<file path="config.mk">
export PLATFORM = sky130hd
export DESIGN_NAME = axi_read_engine
export DESIGN_NICKNAME = d
export VERILOG_FILES = /design/src/axi_ram_pkg.sv /design/src/axi_read_engine.sv
export SDC_FILE = /design/constraint.sdc
export NUM_CORES = 1
export LEC_CHECK = 0
export BUFFER_PORTS_ARGS = -buffer_cell sky130_fd_sc_hd__buf_2
export CORE_UTILIZATION = 35
export DETAILED_ROUTE_END_ITERATION = 10
export SLEW_MARGIN = 15
export SYNTH_ARGS = -nofsm -noshare
export SYNTH_HDL_FRONTEND = slang
export SYNTH_SLANG_ARGS = --single-unit
</file>
<file path="constraint.sdc">
create_clock -name clk -period 3.3 [get_ports clk]
set_input_delay 0.33 -clock clk [delete_from_list [all_inputs] [get_ports clk]]
set_output_delay 0.33 -clock clk [all_outputs]
set_load 0.01 [all_outputs]
</file>
<file path="src/axi_ram_pkg.sv">
`default_nettype none

package axi_ram_pkg;

    // ##############################
    // Engine FSM states
    // ##############################

    // Shared by the read and the write engine
    typedef enum logic [1:0] {
        ST_IDLE = 2'd0,  // Waiting for an address handshake
        ST_XFER = 2'd1,  // Moving bytes between the RAM and the beat
        ST_RESP = 2'd2   // Presenting the R beat or the B response
    } engine_state_e;

    // ##############################
    // AXI burst encoding
    // ##############################

    typedef enum logic [1:0] {
        BURST_FIXED = 2'd0,
        BURST_INCR  = 2'd1,
        BURST_WRAP  = 2'd2  // Handled as INCR by both engines
    } burst_e;

endpackage : axi_ram_pkg

`default_nettype wire

</file>
<file path="src/axi_read_engine.sv">
`default_nettype none

module axi_read_engine
    import axi_ram_pkg::*;
#(
    parameter int ADDR_WIDTH = 10,
    parameter int DATA_WIDTH = 32,
    parameter int ID_WIDTH   = 4
) (
    input  wire logic                  clk,
    input  wire logic                  rst_n,

    // AR channel
    input  wire logic [ID_WIDTH-1:0]   arid,
    input  wire logic [ADDR_WIDTH-1:0] araddr,
    input  wire logic [7:0]            arlen,
    input  wire logic [2:0]            arsize,
    input  wire burst_e                arburst,
    input  wire logic                  arvalid,
    output      logic                  arready,

    // R channel
    output      logic [ID_WIDTH-1:0]   rid,
    output      logic [DATA_WIDTH-1:0] rdata,
    output      logic                  rlast,
    output      logic                  rvalid,
    input  wire logic                  rready,

    // RAM port a
    output      logic [ADDR_WIDTH-1:0] ram_raddr,
    input  wire logic [7:0]            ram_rdata
);

    localparam int BYTES  = DATA_WIDTH / 8;
    localparam int LANE_W = (BYTES > 1) ? $clog2(BYTES) : 1;
    localparam int CNT_W  = LANE_W + 1;

    engine_state_e         state_q;
    logic [CNT_W-1:0]      cnt_q;       // Bytes issued to the RAM in this beat
    logic [7:0]            beats_left_q;

    logic [ID_WIDTH-1:0]   id_q;
    logic [ADDR_WIDTH-1:0] start_q;
    logic [ADDR_WIDTH-1:0] addr_q;
    burst_e                burst_q;
    logic [CNT_W-1:0]      n_bytes_q;   // 2^arsize
    logic [DATA_WIDTH-1:0] beat_q;

    logic [LANE_W-1:0]     cap_lane;
    logic                  r_done;

    // The byte returned now was addressed one cycle earlier
    assign cap_lane = LANE_W'(cnt_q - 1'b1);
    assign r_done   = (state_q == ST_RESP) && rready;

    // ##############################
    // Control
    // ##############################

    always_ff @(posedge clk or negedge rst_n) begin
        if (!rst_n) begin
            state_q      <= ST_IDLE;
            cnt_q        <= '0;
            beats_left_q <= '0;
        end else begin
            case (state_q)
                ST_IDLE: begin
                    if (arvalid) begin
                        state_q      <= ST_XFER;
                        cnt_q        <= '0;
                        beats_left_q <= arlen;
                    end
                end
                ST_XFER: begin
                    if (cnt_q == n_bytes_q) begin
                        state_q <= ST_RESP;  // Last byte lands in the buffer on this edge
                    end else begin
                        cnt_q <= cnt_q + 1'b1;
                    end
                end
                ST_RESP: begin
                    if (rready) begin
                        cnt_q <= '0;
                        if (beats_left_q == 8'd0) begin
                            state_q <= ST_IDLE;
                        end else begin
                            beats_left_q <= beats_left_q - 1'b1;
                            state_q      <= ST_XFER;
                        end
                    end
                end
                default: state_q <= ST_IDLE;
            endcase
        end
    end

    // ##############################
    // Address and beat buffer
    // ##############################

    always_ff @(posedge clk) begin
        case (state_q)
            ST_IDLE: begin
                if (arvalid) begin
                    id_q      <= arid;
                    start_q   <= araddr;
                    addr_q    <= araddr;
                    burst_q   <= arburst;
                    n_bytes_q <= CNT_W'(1) << arsize;
                    beat_q    <= '0;
                end
            end
            ST_XFER: begin
                if (cnt_q != '0) begin
                    beat_q[cap_lane*8 +: 8] <= ram_rdata;
                end
                if (cnt_q != n_bytes_q) begin
                    addr_q <= addr_q + 1'b1;  // Wraps at the top of the address space
                end
            end
            ST_RESP: begin
                if (r_done) begin
                    beat_q <= '0;  // Lanes above the beat size must read zero
                    if (burst_q == BURST_FIXED) begin
                        addr_q <= start_q;
                    end
                end
            end
            default: ;
        endcase
    end

    assign arready   = (state_q == ST_IDLE);
    assign rvalid    = (state_q == ST_RESP);
    assign rlast     = rvalid && (beats_left_q == 8'd0);
    assign rid       = id_q;
    assign rdata     = beat_q;
    assign ram_raddr = addr_q;

endmodule : axi_read_engine

`default_nettype wire

</file>
==> reports/summary.txt <==
Status: finished clean
Reg2Reg Capture Point: rdata[10]
Commonest non-fill, non-tap cell in the layout: buf_2
ANT nets after route: 0
Sequential Area: 2160 um^2
Die H: 106 um
Area Growth Syn to Fin: 21.9%
Residual DRC: 0
Vias in the first global route: 2735
Syn nets: 385
Slew HR: 40.5%
Worst hold stages: 1
Via count: 2892
CTS tree: built
Crit path from: beats_left_q[5]
Clock Root Buffer: clkbuf_8
First-pass GRT wire length: 13800 um
Die X: 106 um
Initial core utilization: 36.2%
Mapped Cells: 332
CORE AREA: 10400 um^2
Post-DP HPWL: 5970 um
H-tree levels: 3
Buffers on Ports: 87
R2R depth: 5
Minimum period implied by the final worst setup slack: 2.49 ns
Share of cells above drive strength 1: 27.9%
Mapped cell area: 3760 um^2
Setup TNS: 0 ns
Synth cell types: 45
Clock-pin slew on the worst setup and hold paths: 0.09 ns
Required time worst endpoint: 2.97 ns
1st-pass router iterations: 4
Crit path max fanout: 13
Reg-to-reg startpoint: cnt_q[0]
Area occupied by multi-input gates: 1510 um^2
Hold path start: arid[3]
Worst Path Arrival: 2.16 ns
CP Class: flop to output pin
Ys async rst share: 17.6%
GRT Overall Usage: 16.0%
Flops & latches, synth: 74
Worst Setup Start Kind: flop
Yosys warning count: 0
Crit. End Element: output pin
Most frequent cells in the layout: buf_2 (87), edfxtp_1 (61), a21oi_1 (39)
Post-synth EDFFs: 61
Grt ovf: 0
Total CTS buffers: 9
Peak supply drop: 0.000476 V
Slew Limit Fails: 0
Final-report hold violation count: 0
Max-cap check violation count: 0
Ports: 88
RSZ-0062 raised after global routing: no
PD cells: 1060 nW/um^2
Layout Skew: 0.0125 ns
Iter 0 DRT Violations: 126
Clock tree buffer depth: 2
Min-delay worst type: input port to flop
Worst slew pin tran: 0.885 ns
Slowest stage cell, crit path: or4_4
Antenna fix cells: 0
Crit path cell chain: or4_4 -> or4_4 -> inv_1 -> buf_2
Final #Nets: 475
Die Area: 11200 um^2
Via density: 5.14
Number of cell rows: 37
Register area share after synthesis: 57.4%
Worst Hold End: rid[3]
CTS sink count: 74
Post-cts sizing count: 0
Synth Area per Inst: 11.3 um^2
CP dominant cell by count: or4_4
Initial antenna violation count: 0
Clock latency on the worst-skew pair: 0.36 ns
Final setup violation count: 0
Leak: 1.86 nW
Main synth FF type: edfxtp_1
Pin count of the biggest net entering global routing: 33
Max Fclk: 402 MHz
Final WL: 8660 um
Wire length per cell: 15.4 um
Placer congestion estimate: 0.798
Final setup margin: 0.812 ns
Filler Cell Count: 1001
Max incr delay on CP: 0.60 ns
Final Cycle Share: 75.4%
Placement Setup Slack: 0.913 ns
Flop-to-flop setup slack: 0.90 ns
==> state kept, by name, indices dropped and copies added, names as in the netlist <==
signal        flops
ram_raddr        10
rdata            32
rid               4
burst_q           2
start_q          10
state_q           2
cnt_q             3
beats_left_q      8
n_bytes_q         3
==> worst max-delay path: cells and delay by family (launching register included) <==
kind,cells,cell delay [ns]
flops,1,0.44
buf+inv,2,0.20
simple gates,2,1.17
==> cells by family after synthesis <==
logic type	Yosys count	share of synthesized area, %
buffers and inverters	25	2.73
muxes	4	1.10
DFF	74	57.4
adders and majority gates	14	4.66
AOI/OAI and AO/OA	80	13.0
and+or+nand+nor	124	18.5
xor gates and xnor gates	11	2.56
==> per-stage QoR <==
step           cell area [um^2]  instances  total power, mW  hold slack (ns)  util, %
3_5_place_dp               4350        546             4.11            0.251     42.0
5_1_grt                    4580        563             5.20            0.136     44.2
2_1_floorplan              3760        332             3.37           0.0344        -
3_3_place_gp               4350        546             4.05            0.244     42.0
4_1_cts                    4580        563             4.90            0.139     44.2
6_report                   4580        563             4.86            0.152     44.2
==> power breakdown <==
part | switching [mW] | leakage, nW | internal [mW]
registers | 0.301 | 0.761 | 1.64
logic | 1.31 | 0.999 | 0.815
clock network | 0.361 | 0.0987 | 0.427
total | 1.97 | 1.86 | 2.88
==> cells in the mapped netlist, types with 5 or more instances <==
cell      number  area, um^2
nor2_1        33         124
nand3_1       10        50.1
o32ai_1        5        43.8
edfxtp_1      61        1830
clkbuf_1       9        33.8
a21oi_1       39         195
nor3_1         5        25.0
nand2_1       18        67.6
xor2_1         7        61.3
inv_1         11        41.3
o21ai_0       13        65.1
dfrtp_1       13         325
ha_1          14         175
nor3b_1        5        37.5
a22o_1         8        70.1
nor2b_1       26         163
==> final cells by class <==
cell class | instances | share of cell area [%]
clock buffer | 10 | 2.79
multi-input combinational | 233 | 33.1
tap | 136 | 3.71
timing repair buffer | 92 | 10.4
clock inverter | 6 | 1.99
inverter | 12 | 0.983
sequential | 74 | 47.1
==> what timing repair did <==
action / CTS / global route
buffers inserted: 0 / 0
hold buffers: 1 / 0
endpoints found under the hold margin: 13 / 0
endpoints found under the setup margin: 0 / 0
==> how the worst max path moves through the flow <==
stage	endpoint	slack, ns	depth (start not counted)
finish	rlast	0.81	4
CTS	rlast	0.81	4
detailed placement	rdata[13]	0.91	5
global route	rdata[14]	0.70	5
global placement	ram_raddr[5]	0.98	6
floorplan	rdata[0]	0.52	6
==> routing by layer <==
layer / vias to the layer above / global-route usage [%] / wire, um
li1: 1400 / - / -
met1: 1397 / 21.7 / 4040
met2: 85 / 25.0 / 4060
met3: 10 / 2.84 / 418
met4: 0 / 7.24 / 150
met5: - / 0 / 0
(Power assumes the default switching activity.)
