===== src/axi_ram_pkg.sv =====
`default_nettype none

package axi_ram_pkg;

    // ##############################
    // Engine FSM states
    // ##############################

    // Shared by the read and the write engine
    typedef enum logic [1:0] {
        ST_IDLE = 2'd0,  // Waiting for an address handshake
        ST_XFER = 2'd1,  // Moving bytes between the RAM and the beat
        ST_RESP = 2'd2   // Presenting the R beat or the B response
    } engine_state_e;

    // ##############################
    // AXI burst encoding
    // ##############################

    typedef enum logic [1:0] {
        BURST_FIXED = 2'd0,
        BURST_INCR  = 2'd1,
        BURST_WRAP  = 2'd2  // Handled as INCR by both engines
    } burst_e;

endpackage : axi_ram_pkg

`default_nettype wire


===== src/axi_write_engine.sv =====
`default_nettype none

module axi_write_engine
    import axi_ram_pkg::*;
#(
    parameter int ADDR_WIDTH = 10,
    parameter int DATA_WIDTH = 32,
    parameter int ID_WIDTH   = 4
) (
    input  wire logic                    clk,
    input  wire logic                    rst_n,

    // AW channel
    input  wire logic [ID_WIDTH-1:0]     awid,
    input  wire logic [ADDR_WIDTH-1:0]   awaddr,
    input  wire logic [7:0]              awlen,
    input  wire logic [2:0]              awsize,
    input  wire burst_e                  awburst,
    input  wire logic                    awvalid,
    output      logic                    awready,

    // W channel
    input  wire logic [DATA_WIDTH-1:0]   wdata,
    input  wire logic [DATA_WIDTH/8-1:0] wstrb,
    input  wire logic                    wvalid,
    output      logic                    wready,

    // B channel
    output      logic [ID_WIDTH-1:0]     bid,
    output      logic                    bvalid,
    input  wire logic                    bready,

    // RAM port b
    output      logic [ADDR_WIDTH-1:0]   ram_waddr,
    output      logic [7:0]              ram_wdata,
    output      logic                    ram_we
);

    localparam int BYTES  = DATA_WIDTH / 8;
    localparam int LANE_W = (BYTES > 1) ? $clog2(BYTES) : 1;
    localparam int CNT_W  = LANE_W + 1;

    engine_state_e         state_q;
    logic [LANE_W-1:0]     lane_q;        // Lane of wdata written this cycle
    logic [7:0]            beats_left_q;

    logic [ID_WIDTH-1:0]   id_q;
    logic [ADDR_WIDTH-1:0] start_q;
    logic [ADDR_WIDTH-1:0] addr_q;
    burst_e                burst_q;
    logic [LANE_W-1:0]     last_lane_q;   // 2^awsize - 1

    logic                  byte_go;
    logic                  beat_end;

    assign byte_go  = (state_q == ST_XFER) && wvalid;
    assign beat_end = byte_go && (lane_q == last_lane_q);

    // ##############################
    // Control
    // ##############################

    always_ff @(posedge clk or negedge rst_n) begin
        if (!rst_n) begin
            state_q      <= ST_IDLE;
            lane_q       <= '0;
            beats_left_q <= '0;
        end else begin
            case (state_q)
                ST_IDLE: begin
                    if (awvalid) begin
                        state_q      <= ST_XFER;
                        lane_q       <= '0;
                        beats_left_q <= awlen;
                    end
                end
                ST_XFER: begin
                    if (beat_end) begin
                        lane_q <= '0;
                        if (beats_left_q == 8'd0) begin
                            state_q <= ST_RESP;
                        end else begin
                            beats_left_q <= beats_left_q - 1'b1;
                        end
                    end else if (byte_go) begin
                        lane_q <= lane_q + 1'b1;
                    end
                end
                ST_RESP: begin
                    if (bready) begin
                        state_q <= ST_IDLE;
                    end
                end
                default: state_q <= ST_IDLE;
            endcase
        end
    end

    // ##############################
    // Address walk
    // ##############################

    always_ff @(posedge clk) begin
        if ((state_q == ST_IDLE) && awvalid) begin
            id_q        <= awid;
            start_q     <= awaddr;
            addr_q      <= awaddr;
            burst_q     <= awburst;
            last_lane_q <= LANE_W'((CNT_W'(1) << awsize) - CNT_W'(1));
        end else if (beat_end && (burst_q == BURST_FIXED)) begin
            addr_q <= start_q;  // Every FIXED beat lands on the same bytes
        end else if (byte_go) begin
            addr_q <= addr_q + 1'b1;
        end
    end

    assign awready   = (state_q == ST_IDLE);
    assign wready    = beat_end;  // One pulse per beat, with its last byte
    assign bvalid    = (state_q == ST_RESP);
    assign bid       = id_q;
    assign ram_waddr = addr_q;
    assign ram_wdata = wdata[lane_q*8 +: 8];
    assign ram_we    = byte_go && wstrb[lane_q];

endmodule : axi_write_engine

`default_nettype wire


===== config.mk =====
export PLATFORM = sky130hd
export DESIGN_NAME = axi_write_engine
export DESIGN_NICKNAME = d
export VERILOG_FILES = /design/src/axi_ram_pkg.sv /design/src/axi_write_engine.sv
export SDC_FILE = /design/constraint.sdc
export NUM_CORES = 1
export LEC_CHECK = 0
export BUFFER_PORTS_ARGS = -buffer_cell sky130_fd_sc_hd__buf_2
export CORE_MARGIN = 2
export CORE_UTILIZATION = 45
export CTS_CLUSTER_SIZE = 14
export DETAILED_ROUTE_END_ITERATION = 16
export PLACE_DENSITY = 0.8
export SLEW_MARGIN = 25
export SYNTH_ARGS = -nofsm -noshare
export SYNTH_HDL_FRONTEND = slang
export SYNTH_SLANG_ARGS = --single-unit

===== constraint.sdc =====
create_clock -name clk -period 4 [get_ports clk]
set_clock_uncertainty 0.2 [all_clocks]
set_input_delay 0.4 -clock clk [delete_from_list [all_inputs] [get_ports clk]]
set_output_delay 0.4 -clock clk [all_outputs]
set_load 0.005 [all_outputs]

==> results by group <==
Logic synthesis
  – Synth Area in Adders: 1.64%
  – Asr flop ratio synth: 30.0%
  – Post-synthesis mux area share: 12.8%
  – Synth Area in XOR/XNOR: 2.30%
  – Number of distinct library cells after synthesis: 51
  – Yosys warns: 0
  – Synthesized instance count: 201
  – Top_reg_cell synth: edfxtp_1
  – Flops & latches, synth: 40
  – Net Count, Synth: 272
  – Compound-Gate Fraction of Synth Area: 14.8%
  – Cell taking the most area after synthesis: edfxtp_1
  – Yosys top cell area share: 36.7%
  – Sequential area share after synthesis: 49.9%
  – Mapped Area: 2290 sq um
  – Area contributors post-synth: edfxtp_1, dfrtp_1, mux4_2
  – Main combinational cell family by area after synthesis: compound AO/OA/AOI/OAI gates
  – Average size of a mapped cell: 11.4 sq um
  – Post-synth EDFFs: 28
  – Synth Area in Simple Gates: 14.7%

STA
  – Final-report hold violation count: 0
  – Fin crit period: 2.88 ns
  – Fin Hold WS: 0.0725 ns
  – Highest clock rate: 0.347 GHz
  – Setup tns final: 0 ns
  – Slew Limit Headroom: 55.7%
  – Fin. max-slew vios: 0
  – Final setup fails: 0
  – Worst-margin pin slew: 0.664 ns
  – Period utilization: 72.1%
  – RSZ-0062 raised after global routing: no

Floorplan
  – Die width: 75.3 um
  – DIE HEIGHT: 75.3 um
  – Floorplan row count: 25
  – Die area: 5670 sq um
  – IO Pins: 94
  – Initial Util: 47.5%
  – Core area: 4820 sq um

Place
  – GP Congestion: 0.876
  – Area after DPL: 2800 sq um
  – DP Cell Count: 354
  – Detail Placement HPWL: 4230 um
  – Port bufs: 93

Hold path
  – Hold depth: 1
  – Hold Path Origin: awburst[0]
  – Hold path endpoint: burst_q[0]$_DFFE_PP_
  – Hold Crit Class: in -> reg

Critical path
  – Arr. time, crit path: 2.73 ns
  – R2R Path End: ram_waddr[3]$_DFFE_PP_
  – Most used cell, CP: inv_1
  – Worst path cell trace: inv_1 -> nand3_1 -> inv_1 -> buf_4 -> o21ai_0
  – Worst R2R Path Depth: 5
  – Worst EP required: 3.85 ns
  – Slowest cell delay on critical path: 0.68 ns
  – Worst setup EP type: register
  – CP top delay family: buffers and inverters
  – Crit path max fanout: 19
  – Crit Path Class: reg -> reg
  – Crit start category: register
  – RR Startpoint: state_q[0]$_DFFE_PN0P_
  – Bufs and invs on worst path: 3
  – CP max stage cell: inv_1
  – R2R Setup Slk: 1.12 ns

Finish
  – Layout overhead on the synthesized area: 28.0%
  – Nets@finish: 366
  – Non-filler cells, final: 363
  – Ant diodes: 0
  – Core Util, Final: 60.8%
  – Layout cell share with drive strength beyond 1: 39.5%
  – Cell area after layout: 2930 sq um

Global route
  – Largest net degree at the start of global routing: 20
  – Vias in the first global route: 1,826
  – Initial antenna violation count: 0
  – First-pass GRT wire length: 8180 um
  – Total gr overflow: 0
  – Total global-route track usage: 19.4%

Clocking
  – # hold bufs at CTS: 1
  – Clk root buf: clkbuf_8
  – Clk sinks: 40
  – CTS tree: done
  – Worst-path clk slew: 0.08 ns
  – CTS buffer count: 5
  – Clock latency on the worst-skew pair: 0.30 ns
  – Setup Buffers After CTS: 0
  – Max clock buf depth: 2
  – H-tree levels: 2
  – # resized after CTS: 0

Drt
  – DR vias: 2,053
  – Vias per inst: 5.66
  – Drt total wl: 5600 um
  – Final antenna-violating net count: 0
  – TritonRoute pass-1 iters: 4
  – Violation count after the first detailed-route iteration: 198
  – DRC violations left: 0
  – Wire length per cell: 15.4 um

Pwr
  – Worst IR Drop VDD: 0.000249 V
  – Pwr Density: 466 nW/um^2
  – Pleak: 0.00126 uW

Job
  – Maximum capacitance violations: 0

Run status
  – Status: complete, no violations
==> Yosys cell counts (all sizes together), types with 5 or more instances <==
cell	instances
mux2i	8
nand2	17
nor3	5
nand3	8
nor2	10
buf	5
mux4	9
or3	6
o21ai	22
dfrtp	12
and3	5
edfxtp	28
inv	11
==> power breakdown <==
group	total (uW)	internal [uW]	switching, uW	leakage, uW
clock network	339	188	151	0.0000583
logic	467	255	212	0.000804
registers	559	494	64.7	0.000398
total	1360	936	428	0.00126
==> layout make-up <==
class,instances,area (sq um)
clock buffers,5,68.8
repair buffers,96,490
flip-flops and latches,40,1140
well taps,67,83.8
fillers,422,1890
multi-input cells,141,1060
inverters,11,41.3
clock inverters,3,47.5
==> sequential cells by signal, indices dropped and copies added, names as in the netlist <==
signal / flops
bid: 4
start_q: 10
last_lane_q: 2
ram_waddr: 10
beats_left_q: 8
state_q: 2
lane_q: 2
burst_q: 2
==> worst max-delay path by stage <==
stage | startpoint | to | slack [ns] | cells past startpoint
2_1_floorplan | state_q[0]$_DFFE_PN0P_ | bid[0]$_DFFE_PP_ | 1.70 | 5
3_3_place_gp | state_q[0]$_DFFE_PN0P_ | ram_waddr[3]$_DFFE_PP_ | 1.25 | 5
3_5_place_dp | state_q[0]$_DFFE_PN0P_ | ram_waddr[3]$_DFFE_PP_ | 1.14 | 5
4_1_cts | state_q[0]$_DFFE_PN0P_ | ram_waddr[3]$_DFFE_PP_ | 1.14 | 5
5_1_grt | state_q[0]$_DFFE_PN0P_ | lane_q[1]$_DFFE_PN0P_ | 0.90 | 6
6_report | state_q[0]$_DFFE_PN0P_ | ram_waddr[3]$_DFFE_PP_ | 1.12 | 5
==> stage by stage <==
step	worst slack [ns]	total power (uW)
after CTS	1.14	1370
after global routing	0.902	1450
after floorplan	1.70	872
final	1.12	1360
after global placement	1.25	1020
after detailed placement	1.14	1040
==> kinds of logic after synthesis <==
family | Yosys count
AND/OR/NAND/NOR | 64
AO/OA/AOI/OAI | 50
flip-flops | 40
buffers and inverters | 20
multiplexers | 18
XOR/XNOR | 6
adder cells (fa/ha/maj) | 3
==> per-layer routing <==
layer	part of all wire [%]	global-route usage [%]	up-vias
met5	0	0	-
met4	1.5	8.19	0
met3	9.6	4.37	10
met2	50	34.2	115
met1	39	22.7	961
li1	-	-	967
==> placed cells by master, fill, tap and decap left out, types with 2 or more instances in the layout <==
cell / instances
a2111oi_0: 2
a211oi_1: 2
a21oi_1: 2
and3_1: 5
buf_2: 93
buf_4: 2
clkbuf_8: 5
clkinv_4: 2
dfrtp_1: 12
edfxtp_1: 28
ha_1: 3
inv_1: 11
mux2i_1: 8
mux4_2: 9
nand2_1: 17
nand2b_1: 2
nand3_1: 8
nand4_1: 3
nor2_1: 10
nor2b_1: 2
nor3_1: 5
nor4_1: 2
o211ai_1: 3
o21ai_0: 21
o22ai_1: 2
or3_1: 6
xnor2_1: 3
xor2_1: 3
No activity file was read; power rests on OpenSTA's default activity.
